**config.mk**
```make
export PLATFORM = sky130hd
export DESIGN_NAME = nts_engine_stats
export DESIGN_NICKNAME = d
export VERILOG_FILES = /design/src/hdl/nts_pkg.sv /design/src/hdl/nts_api_if.sv /design/src/hdl/nts_api_decoder.sv /design/src/hdl/nts_engine_regs.sv /design/src/hdl/nts_debug_counter.sv /design/src/hdl/nts_debug_regs.sv /design/src/hdl/nts_engine_stats.sv
export VERILOG_INCLUDE_DIRS = /design/src /design/src/include
export SDC_FILE = /design/constraint.sdc
export NUM_CORES = 2
export LEC_CHECK = 0
export ABC_AREA = 1
export BUFFER_PORTS_ARGS = -buffer_cell sky130_fd_sc_hd__buf_2
export CORE_MARGIN = 1.5
export CORE_UTILIZATION = 30
export DETAILED_ROUTE_END_ITERATION = 10
export SLEW_MARGIN = 20
export SYNTH_ARGS = -nofsm -noshare
export SYNTH_HDL_FRONTEND = slang
export SYNTH_SLANG_ARGS = --single-unit
```
**constraint.sdc**
```tcl
create_clock -name i_clk -period 53.8 [get_ports i_clk]
set_input_delay 5.38 -clock i_clk [delete_from_list [all_inputs] [get_ports i_clk]]
set_output_delay 5.38 -clock i_clk [all_outputs]
set_load 0.01 [all_outputs]
```
**src/include/nts_config.svh**
```systemverilog
//--------------------------------------------------------------------
// NTS engine statistics configuration
// Bus widths, counter width and identity constants
//--------------------------------------------------------------------
`ifndef NTS_CONFIG_SVH
`define NTS_CONFIG_SVH

// Register bus geometry
`define NTS_API_ADDR_W   12
`define NTS_API_DATA_W   32
`define NTS_REG_ADDR_W   8
`define NTS_BLOCK_W      4

`define NTS_CNT_W        64
`define NTS_NUM_EVENTS   6

// Identity words, ASCII packed big endian
`define NTS_CORE_NAME0   32'h4e_54_53_5f // "NTS_"
`define NTS_CORE_NAME1   32'h45_4e_47_4e // "ENGN"
`define NTS_CORE_VERSION 32'h30_2e_30_32 // "0.02"
`define NTS_DEBUG_NAME   32'h44_42_55_47 // "DBUG"

`define NTS_SYSTICK_INIT 32'h0000_0001

`endif

```
**src/hdl/nts_pkg.sv**
```systemverilog
//--------------------------------------------------------------------
// NTS engine types: bus words, block codes and register offsets
//--------------------------------------------------------------------
`include "nts_config.svh"

package nts_pkg;

  typedef logic [`NTS_API_DATA_W-1:0] api_word_t;
  typedef logic [`NTS_REG_ADDR_W-1:0] reg_addr_t;
  typedef logic [`NTS_CNT_W-1:0]      cnt_t;

  // Upper address nibble, other codes decode to nothing
  typedef enum logic [`NTS_BLOCK_W-1:0] {
    ENGINE = 4'h0,
    DEBUG  = 4'h2
  } api_block_e;

  typedef enum logic [`NTS_REG_ADDR_W-1:0] {
    NAME0   = 8'h00,
    NAME1   = 8'h01,
    VERSION = 8'h02,
    CTRL    = 8'h08
  } engine_reg_e;

  // Counter upper words; the snapshot sits at offset + 1
  typedef enum logic [`NTS_REG_ADDR_W-1:0] {
    PROCESSED    = 8'h00,
    BAD_COOKIE   = 8'h02,
    BAD_AUTH     = 8'h04,
    BAD_KEYID    = 8'h06,
    DBG_NAME     = 8'h08,
    SYSTICK      = 8'h09,
    ERROR_CRYPTO = 8'h20,
    ERROR_TXBUF  = 8'h22
  } debug_reg_e;

  typedef enum logic [2:0] {
    EVT_PROCESSED    = 3'd0,
    EVT_BAD_COOKIE   = 3'd1,
    EVT_BAD_AUTH     = 3'd2,
    EVT_BAD_KEYID    = 3'd3,
    EVT_ERROR_CRYPTO = 3'd4,
    EVT_ERROR_TXBUF  = 3'd5
  } event_idx_e;

endpackage

```
**src/hdl/nts_api_if.sv**
```systemverilog
//--------------------------------------------------------------------
// Internal register bus between the decoder and one block
//--------------------------------------------------------------------
`timescale 1ns/1ps

interface nts_api_if import nts_pkg::*; ();

  logic      cs;
  logic      we;
  reg_addr_t address;    // Offset inside the block
  api_word_t write_data;
  api_word_t read_data;  // Zero when not selected

  modport master (
    output cs,
    output we,
    output address,
    output write_data,
    input  read_data
  );

  modport slave (
    input  cs,
    input  we,
    input  address,
    input  write_data,
    output read_data
  );

endinterface

```
**src/hdl/nts_api_decoder.sv**
```systemverilog
//--------------------------------------------------------------------
// Register bus decoder
// Splits the address into block and offset, merges read data
//--------------------------------------------------------------------
`timescale 1ns/1ps

`include "nts_config.svh"

module nts_api_decoder
  import nts_pkg::*;
(
  input  logic                       i_cs,
  input  logic                       i_we,
  input  logic [`NTS_API_ADDR_W-1:0] i_address,
  input  api_word_t                  i_write_data,
  output api_word_t                  o_read_data,

  nts_api_if.master                  m_engine,
  nts_api_if.master                  m_debug
);

  api_block_e block;
  reg_addr_t  offset;

  assign block  = api_block_e'(i_address[`NTS_API_ADDR_W-1 -: `NTS_BLOCK_W]);
  assign offset = i_address[`NTS_REG_ADDR_W-1:0];

  //--------------------------------------------------------------------
  // Block selects
  //--------------------------------------------------------------------

  // Offset, strobe and data go to every block, only cs differs
  assign m_engine.we         = i_we;
  assign m_engine.address    = offset;
  assign m_engine.write_data = i_write_data;
  assign m_engine.cs         = i_cs && (block == ENGINE);

  assign m_debug.we          = i_we;
  assign m_debug.address     = offset;
  assign m_debug.write_data  = i_write_data;
  assign m_debug.cs          = i_cs && (block == DEBUG);

  //--------------------------------------------------------------------
  // Read data return
  //--------------------------------------------------------------------

  // Unselected blocks drive 0, so an OR is enough
  assign o_read_data = m_engine.read_data | m_debug.read_data;

endmodule

```
**src/hdl/nts_engine_regs.sv**
```systemverilog
//--------------------------------------------------------------------
// Engine identity block
// Core name, version and control word, all read only
//--------------------------------------------------------------------
`timescale 1ns/1ps

`include "nts_config.svh"

module nts_engine_regs
  import nts_pkg::*;
(
  nts_api_if.slave s_api
);

  api_word_t read_data;

  always_comb
  begin
    read_data = '0;
    if (s_api.cs && !s_api.we)
    begin
      case (s_api.address)
        NAME0:
          read_data = `NTS_CORE_NAME0;
        NAME1:
          read_data = `NTS_CORE_NAME1;
        VERSION:
          read_data = `NTS_CORE_VERSION;
        CTRL:
          read_data = 32'h0000_0001;  // Engine always enabled
        default:
          read_data = '0;
      endcase
    end
  end

  assign s_api.read_data = read_data;

endmodule

```
**src/hdl/nts_debug_counter.sv**
```systemverilog
//--------------------------------------------------------------------
// 64-bit event counter with a low-word snapshot register
//--------------------------------------------------------------------
`timescale 1ns/1ps

`include "nts_config.svh"

module nts_debug_counter
  import nts_pkg::*;
(
  input  logic      i_clk,
  input  logic      i_areset,
  input  logic      i_event,     // One count per high edge
  input  logic      i_snapshot,  // Upper word is being read
  output cnt_t      o_count,
  output api_word_t o_snapshot
);

  cnt_t      count_reg;
  api_word_t snapshot_reg;

  always_ff @(posedge i_clk or posedge i_areset)
  begin
    if (i_areset)
    begin
      count_reg    <= '0;
      snapshot_reg <= '0;
    end
    else
    begin
      if (i_event)
        count_reg <= count_reg + 1'b1;

      // Pre-increment low word, matches the upper word just read
      if (i_snapshot)
        snapshot_reg <= count_reg[`NTS_API_DATA_W-1:0];
    end
  end

  assign o_count    = count_reg;
  assign o_snapshot = snapshot_reg;

endmodule

```
**src/hdl/nts_debug_regs.sv**
```systemverilog
//--------------------------------------------------------------------
// Debug block
// Six event counters, the system tick and their read decode
//--------------------------------------------------------------------
`timescale 1ns/1ps

`include "nts_config.svh"

module nts_debug_regs
  import nts_pkg::*;
(
  input  logic                      i_clk,
  input  logic                      i_areset,
  input  logic [`NTS_NUM_EVENTS-1:0] i_events,  // Indexed by event_idx_e
  nts_api_if.slave                  s_api
);

  cnt_t                       count [`NTS_NUM_EVENTS];
  api_word_t                  snapshot [`NTS_NUM_EVENTS];
  logic [`NTS_NUM_EVENTS-1:0] snap_req;
  api_word_t                  systick_reg;
  api_word_t                  read_data;

  // Upper-word offset of each counter
  function automatic reg_addr_t cnt_offset(input event_idx_e idx);
    case (idx)
      EVT_PROCESSED:    return PROCESSED;
      EVT_BAD_COOKIE:   return BAD_COOKIE;
      EVT_BAD_AUTH:     return BAD_AUTH;
      EVT_BAD_KEYID:    return BAD_KEYID;
      EVT_ERROR_CRYPTO: return ERROR_CRYPTO;
      EVT_ERROR_TXBUF:  return ERROR_TXBUF;
      default:          return '0;
    endcase
  endfunction

  //--------------------------------------------------------------------
  // Event counters
  //--------------------------------------------------------------------

  for (genvar g = 0; g < `NTS_NUM_EVENTS; g++)
  begin : g_cnt
    nts_debug_counter u_counter (
      .i_clk      (i_clk),
      .i_areset   (i_areset),
      .i_event    (i_events[g]),
      .i_snapshot (snap_req[g]),
      .o_count    (count[g]),
      .o_snapshot (snapshot[g])
    );
  end

  // Free-running tick
  always_ff @(posedge i_clk or posedge i_areset)
  begin
    if (i_areset)
      systick_reg <= `NTS_SYSTICK_INIT;
    else
      systick_reg <= systick_reg + 1'b1;
  end

  //--------------------------------------------------------------------
  // Read decode
  //--------------------------------------------------------------------

  always_comb
  begin
    read_data = '0;
    snap_req  = '0;
    if (s_api.cs && !s_api.we)
    begin
      for (int i = 0; i < `NTS_NUM_EVENTS; i++)
      begin
        if (s_api.address == cnt_offset(event_idx_e'(i)))
        begin
          read_data   = count[i][`NTS_CNT_W-1 -: `NTS_API_DATA_W];
          snap_req[i] = 1'b1;  // Low word latched on this edge
        end
        else if (s_api.address == cnt_offset(event_idx_e'(i)) + 8'd1)
        begin
          read_data = snapshot[i];
        end
      end

      case (s_api.address)
        DBG_NAME: read_data = `NTS_DEBUG_NAME;
        SYSTICK:  read_data = systick_reg;
        default:  ;
      endcase
    end
  end

  assign s_api.read_data = read_data;

endmodule

```
**src/hdl/nts_engine_stats.sv**
```systemverilog
//--------------------------------------------------------------------
// NTS engine register and statistics front end
// Bus decoder, identity block and debug counters
//--------------------------------------------------------------------
`timescale 1ns/1ps

`include "nts_config.svh"

module nts_engine_stats (
  input  logic                       i_clk,
  input  logic                       i_areset,

  input  logic                       i_api_cs,
  input  logic                       i_api_we,
  input  logic [`NTS_API_ADDR_W-1:0] i_api_address,
  input  logic [`NTS_API_DATA_W-1:0] i_api_write_data,
  output logic [`NTS_API_DATA_W-1:0] o_api_read_data,

  input  logic                       i_evt_nts_processed,
  input  logic                       i_evt_bad_cookie,
  input  logic                       i_evt_bad_auth,
  input  logic                       i_evt_bad_keyid,
  input  logic                       i_evt_error_crypto,
  input  logic                       i_evt_error_txbuf
);

  logic [`NTS_NUM_EVENTS-1:0] events;

  // Bit order follows the event index
  assign events = {i_evt_error_txbuf,
                   i_evt_error_crypto,
                   i_evt_bad_keyid,
                   i_evt_bad_auth,
                   i_evt_bad_cookie,
                   i_evt_nts_processed};

  nts_api_if api_engine ();
  nts_api_if api_debug ();

  //--------------------------------------------------------------------
  // Blocks
  //--------------------------------------------------------------------

  nts_api_decoder u_decoder (
    .i_cs         (i_api_cs),
    .i_we         (i_api_we),
    .i_address    (i_api_address),
    .i_write_data (i_api_write_data),
    .o_read_data  (o_api_read_data),
    .m_engine     (api_engine),
    .m_debug      (api_debug)
  );

  nts_engine_regs u_engine_regs (
    .s_api (api_engine)
  );

  nts_debug_regs u_debug_regs (
    .i_clk    (i_clk),
    .i_areset (i_areset),
    .i_events (events),
    .s_api    (api_debug)
  );

endmodule

```
Word-level counts from Yosys, hierarchy flattened
Cells that the tools add are included.
Widths: inputs -> output; s select.
{"block": "op_classes", "n_reduce_logical": 7, "mux": 41, "addsub": 13, "bitwise_logic": 1, "eq_ne": 17}
{"cell": "$mux 32", "count": 14}
{"cell": "$add 64x1->64 const B", "count": 6}
{"cell": "$mux 8", "count": 18}
{"cell": "$pmux 31 s4", "count": 1}
{"cell": "$eq 8x8->1", "count": 12}
{"cell": "$pmux 32 s2", "count": 1}
{"cell": "$add 8x1->8 const B", "count": 6}
{"cell": "$add 32x1->32 const B", "count": 1}
{"cell": "$or 32x32->32", "count": 1}
{"cell": "$eq 8x4->1 const B", "count": 2}
{"cell": "$eq 8x1->1 const B", "count": 1}
{"cell": "$eq 8x2->1 const B", "count": 1}
{"cell": "$logic_not 8->1", "count": 1}
{"cell": "$mux 1", "count": 6}
{"cell": "$mux 6", "count": 1}
{"cell": "$eq 4x2->1 const B", "count": 1}
{"cell": "$logic_and 1x1->1", "count": 4}
{"cell": "$logic_not 4->1", "count": 1}
{"cell": "$logic_not 1->1", "count": 1}
{"block": "totals", "reg_bits": 608, "word_cells": 92, "output_inout_bits": 32, "inputBits": 54}

Longest topological paths before layout
{"block": "depth", "depth_word": 24, "ltp_mapped": 16, "ltp_nobuf": 15}

Cells and area by module
A second synthesis with hierarchy kept.
{"block": "unflattened", "hier_cells": 4635, "area_unflattened_um2": 36109.6}
{"module": "nts_debug_counter", "n_inst": 6, "seq_area_each_um2": 2402.3, "cells_per_inst": 564, "area_each_um2": 4902.2}
{"module": "nts_debug_regs", "n_inst": 1, "seq_area_each_um2": 802.0, "cells_per_inst": 1081, "area_each_um2": 5539.1}
{"module": "nts_api_decoder", "n_inst": 1, "seq_area_each_um2": 0.0, "cells_per_inst": 122, "area_each_um2": 848.3}
{"module": "nts_engine_regs", "n_inst": 1, "seq_area_each_um2": 0.0, "cells_per_inst": 48, "area_each_um2": 309.0}

Least setup slack after synthesis
Ideal clock, no wire load.
{"block": "synth_path", "path_kind": "input port to output port", "start": "input i_api_address[0]", "end": "output o_api_read_data[16]", "stages": 16, "setup_slack_ns": 41.644, "arrival_ns": 6.776, "path_buffers": 2, "required_time_ns": 48.420, "cell_sequence": "buf_2 inv_1 nor2_1 nand2_1 nor2_1 buf_2 nand2_1 o21ai_0 nor2_1 nand3_1 nand2_1 nand3_1 nand2_1 nand4_1 nand2_1 inv_1"}
{"block": "synth_between", "elab_chain_len": 16, "elab_cells_between_ends": 29, "cone_classes": "eq/ne (14); mux (14); bitwise (1)"}
{"element": "start: declaration", "line_no": "nts_engine_stats.sv:15", "source": "input logic [`NTS_API_ADDR_W-1:0] i_api_address,"}
{"element": "$eq 8x8->1", "line_no": "nts_debug_regs.sv:79", "source": "else if (s_api.address == cnt_offset(event_idx_e'(i)) + 8'd1)"}
{"element": "$mux 32", "line_no": "nts_debug_regs.sv:79"}
{"element": "$mux 32", "line_no": "nts_debug_regs.sv:74", "source": "if (s_api.address == cnt_offset(event_idx_e'(i)))"}
{"element": "$mux 32", "line_no": "nts_debug_regs.sv:79"}
{"element": "$mux 32", "line_no": "nts_debug_regs.sv:74"}
{"element": "$mux 32", "line_no": "nts_debug_regs.sv:79"}
{"element": "$mux 32", "line_no": "nts_debug_regs.sv:74"}
{"element": "$mux 32", "line_no": "nts_debug_regs.sv:79"}
{"element": "$mux 32", "line_no": "nts_debug_regs.sv:74"}
{"element": "$mux 32", "line_no": "nts_debug_regs.sv:79"}
{"element": "$mux 32", "line_no": "nts_debug_regs.sv:74"}
{"element": "$mux 32", "line_no": "nts_debug_regs.sv:79"}
{"element": "$mux 32", "line_no": "nts_debug_regs.sv:74"}
{"element": "$pmux 32 s2 (*)", "line_no": "nts_debug_regs.sv:85", "source": "case (s_api.address)"}
{"element": "$mux 32 (*)", "line_no": "nts_debug_regs.sv:70", "source": "if (s_api.cs && !s_api.we)"}
{"element": "$or 32x32->32 (*)", "line_no": "nts_api_decoder.sv:48", "source": "assign o_read_data = m_engine.read_data | m_debug.read_data;"}
{"element": "end: declaration", "line_no": "nts_engine_stats.sv:17", "source": "output logic [`NTS_API_DATA_W-1:0] o_api_read_data,"}
Every way passes the cells marked *; elsewhere a longest branch is shown, timed or not.

Worst setup path in the final report
{"block": "layout_path", "start": "input i_api_address[7]", "end": "output o_api_read_data[7]"}
Same word-level chain as after synthesis.

==> impl_results.rst <==
.. list-table::
   :header-rows: 1

   * - Metric
     - Value
   * - Per-instance average area after synthesis
     - 8.12 µm²
   * - Critical Path Sink Type
     - output port
   * - Start point of the worst hold path
     - u_debug_regs.systick_reg[0]$_DFF_PP1_
   * - Leakage
     - 17.8 nW
   * - Width of the chip
     - 331 µm
   * - Placed Instance Area
     - 34200 µm²
   * - Worst hold path type
     - flop to flop
   * - Hold Crit Depth
     - 1
   * - Achievable Freq
     - 70.5 MHz
   * - Fraction of the yosys area taken by sequential cells
     - 0.471
   * - Worst flop-to-flop path startpoint
     - u_debug_regs.systick_reg[0]$_DFF_PP1_
   * - Area of combinational cells with multiple inputs
     - 15000 µm²
   * - Switching fraction of total power
     - 0.262
   * - Final count of pins violating max slew
     - 0
   * - Period Utilization, post-route
     - 0.264
   * - Required time at the endpoint of the critical path
     - 48.42 ns
   * - Setup skew after layout
     - 0.0408 ns
   * - Flip-flop count of the largest register, all copies and words added
     - 384
   * - Gate count of the mapped netlist
     - 3979
   * - Crit path max-delay cell type
     - nor2_1
   * - Resized Gates After CTS
     - 0
   * - Largest net degree at the start of global routing
     - 167
   * - First-pass iteration count of the detailed router
     - 6
   * - Synth Area in Simple Gates
     - 0.283
   * - Final weighted congestion in routability-driven placement
     - 0.981
   * - Fraction of layout instances using a drive strength above 1
     - 0.0926
   * - Clock Sinks
     - 608
   * - Worst setup path category
     - input port to output port
   * - Psw
     - 0.280 mW
   * - Xor-xnor portion of the synthesized cell area
     - 0.108
   * - CP most frequent cell
     - nand2_1
   * - Sequential share of power
     - 0.476
   * - Library cell used as clock root buffer
     - clkbuf_16
   * - Critical path origin
     - i_api_address[7]
   * - Total Neg Setup Slack
     - 0 ns
   * - Final critical delay including setup and external delays
     - 14.19 ns
   * - Iteration-0 DRC Markers
     - 2259
   * - Highest metal layer used by the detailed router
     - met5
   * - Initial Utilization
     - 0.302
   * - CTS hold repair buffers
     - 0
   * - Length of routed met2 wiring
     - 45.9 mm
   * - Crit-path max FO
     - 13
   * - Slew at the pin closest to its max-slew limit
     - 1.05 ns
   * - Syn Std Cell Area
     - 32300 µm²
   * - Clk network pwr share
     - 0.453
   * - Outcome
     - finished clean
   * - Floorplan Core Area
     - 107000 µm²
   * - Number of global-route vias before repair
     - 26622
   * - Startpoint types
     - input port
   * - RSZ-0062 raised after global routing
     - no
   * - # Max-Cap Violations
     - 0
   * - HPWL Detailed
     - 75.3 mm
   * - Global routing usage summed across all routing layers
     - 0.177
   * - Antenna violations before repair
     - 3
   * - Share of cell area taken by muxes after synthesis
     - 0.0213
   * - Capture point of the worst reg-to-reg path
     - u_debug_regs.systick_reg[30]$_DFF_PP0_
   * - Total count of hold-check failures in the final report
     - 0
   * - Wl on met1
     - 41.9 mm
   * - Synth cell types
     - 47
   * - Crit path largest cell delay
     - 0.87 ns
   * - Clock transition at the registers of the reported paths
     - 0.06 ns
   * - Storage element area
     - 15200 µm²
   * - Post-synthesis compound-gate area fraction
     - 0.0465
   * - Adder and majority gate portion of the synthesized area
     - 0.00271
   * - Drc violations
     - 0
   * - Drt via density
     - 4.84
   * - Worst-Skew Late Latency
     - 0.65 ns
   * - Total number of vias
     - 26548
   * - Yosys warns
     - 0
   * - Count of buffers added by post-CTS timing repair for setup
     - 0
   * - Post-synthesis to final-layout area growth
     - 13.0%
   * - Die Ht
     - 331 µm
   * - # setup viols final
     - 0
   * - Flops & latches, synth
     - 608
   * - Final routed wire length divided by cell count
     - 17.8 µm
   * - Dominant combinational cell family by area after synthesis
     - simple AND/OR/NAND/NOR gates
   * - Max_slew headroom
     - 0.301
   * - Largest buffer count on any clock path
     - 3
   * - Reg-to-reg slack, setup
     - 51.21 ns
   * - Clock tree from TritonCTS
     - built
   * - R2r worst-path depth
     - 13
   * - Congestion Overflow GR
     - 0
   * - Worst vdd rail ir drop
     - 0.0217 mV
   * - Count of filler cells inserted in the layout
     - 11296
   * - Cell area after layout
     - 36500 µm²
   * - End point of the most critical hold path
     - u_debug_regs.systick_reg[0]$_DFF_PP1_
   * - Power density over the cells
     - 29.3 nW/µm²
   * - Syn Nets
     - 4040
   * - Final layout net count
     - 4092
   * - Internal portion of total power
     - 0.788 mW
   * - TritonCTS Buffers
     - 66
   * - H-tree levels
     - 3
   * - Global-route wire length before repair
     - 152 mm
   * - Share of power burned in combinational logic
     - 0.071
   * - CP Data Arrival Time
     - 8.81 ns
   * - Post-route antenna net violation count
     - 0
   * - Total met3 wirelength after detailed routing
     - 5.74 mm
   * - Area of the die
     - 110000 µm²
   * - Ordered list of cells on the worst path
     - buf_2, nor2_1, nand2_2, inv_2, nand2_1, nor2_1, a21oi_1, nand3_1, nand2_1, nand3_1, nand2_1, nand4_1, nand2_1, inv_1, buf_2
   * - IO Count
     - 86
   * - Number of placement rows
     - 120
   * - Count of buffers inserted at the top-level ports
     - 53
   * - Total routed wirelength
     - 97.6 mm
[routing by layer]
layer,up-vias,global-route usage
met2,699,0.294
met4,2,0.0705
li1,12762,-
met3,197,0.0294
met1,12888,0.229
met5,-,0
[cell usage after synthesis (all sizes together)]
master	count	area, µm²
a21oi	74	370
and2	2	12.5
and3	1	6.26
buf	24	120
clkbuf	67	251
clkinv	3	11.3
dfrtp	607	15200
dfstp	1	26.3
ha	7	87.6
inv	481	1810
mux2	61	687
nand2	1094	4180
nand2b	1	6.26
nand3	154	801
nand3b	4	30.0
nand4	166	1070
nor2	403	1680
nor3	141	773
nor3b	7	73.8
nor4	44	340
nor4b	1	8.76
o21ai	182	911
o21bai	26	195
o22ai	2	12.5
o31ai	1	12.5
or2	22	138
or3	3	18.8
or4	3	22.5
xnor2	94	823
xor2	303	2650
[power by group through the flow]
stage | sequential (mW) | combinational (mW) | clock, mW
after global placement | 0.515 | 0.0749 | 0
final | 0.508 | 0.0761 | 0.484
after floorplan | 0.507 | 0.0589 | 0
after CTS | 0.508 | 0.0774 | 0.495
after global routing | 0.512 | 0.0882 | 0.514
after detailed placement | 0.516 | 0.0775 | 0
[final cells by class]
| type | instances | share of cell area |
|---|---|---|
| Antenna cell | 1 | 0.0000685 |
| Clock buffer | 92 | 0.0538 |
| Clock inverter | 27 | 0.00953 |
| Inverter | 484 | 0.0500 |
| Multi-Input combinational cell | 2796 | 0.410 |
| Sequential cell | 608 | 0.417 |
| Tap cell | 1403 | 0.0481 |
| Timing Repair Buffer | 75 | 0.0123 |
[stage by stage]
step                      hold slack [ns]  worst slack [ns]  std cells  power (mW)  utilization
after floorplan                     0.431             31.40       3979       0.566            -
after global placement              0.447             39.84       5365       0.590        0.320
after detailed placement            0.450             39.81       5365       0.593        0.320
after CTS                           0.464             39.81       5484        1.08        0.341
after global routing                0.480             39.45       5485        1.11        0.342
final                               0.462             39.61       5486        1.07        0.342
[how the worst max path moves through the flow]
stage | endpoint | depth (start not counted)
after floorplan | u_debug_regs.g_cnt[0].u_counter.o_count[0]$_DFFE_PP0P_ | 1
after global routing | o_api_read_data[7] | 15
after CTS | o_api_read_data[7] | 14
after detailed placement | o_api_read_data[7] | 14
final | o_api_read_data[7] | 15
after global placement | o_api_read_data[7] | 14
[cell usage in the layout (no fill, tap or decap), types with 74 or more instances in the layout]
master,n
xnor2_1,94
nand3_1,148
inv_1,475
nand2_1,1070
nand4_1,162
a21oi_1,74
dfrtp_1,607
nor3_1,129
o21ai_0,179
xor2_1,303
nor2_1,361
[critical path: cells and delay by family]
kind	cells	cell delay [ns]
AO/OA/AOI/OAI	1	0.12
buffers and inverters	4	0.55
AND/OR/NAND/NOR	10	2.75
[cells by family (layout without fill, tap and decap cells)]
group,Yosys count,count (layout)
AND/OR/NAND/NOR,2046,2046
other,0,1
buffers and inverters,575,678
multiplexers,61,61
flip-flops,608,608
AO/OA/AOI/OAI,285,285
XOR/XNOR,397,397
adder cells (fa/ha/maj),7,7
No activity file was read; power rests on OpenSTA's default activity.
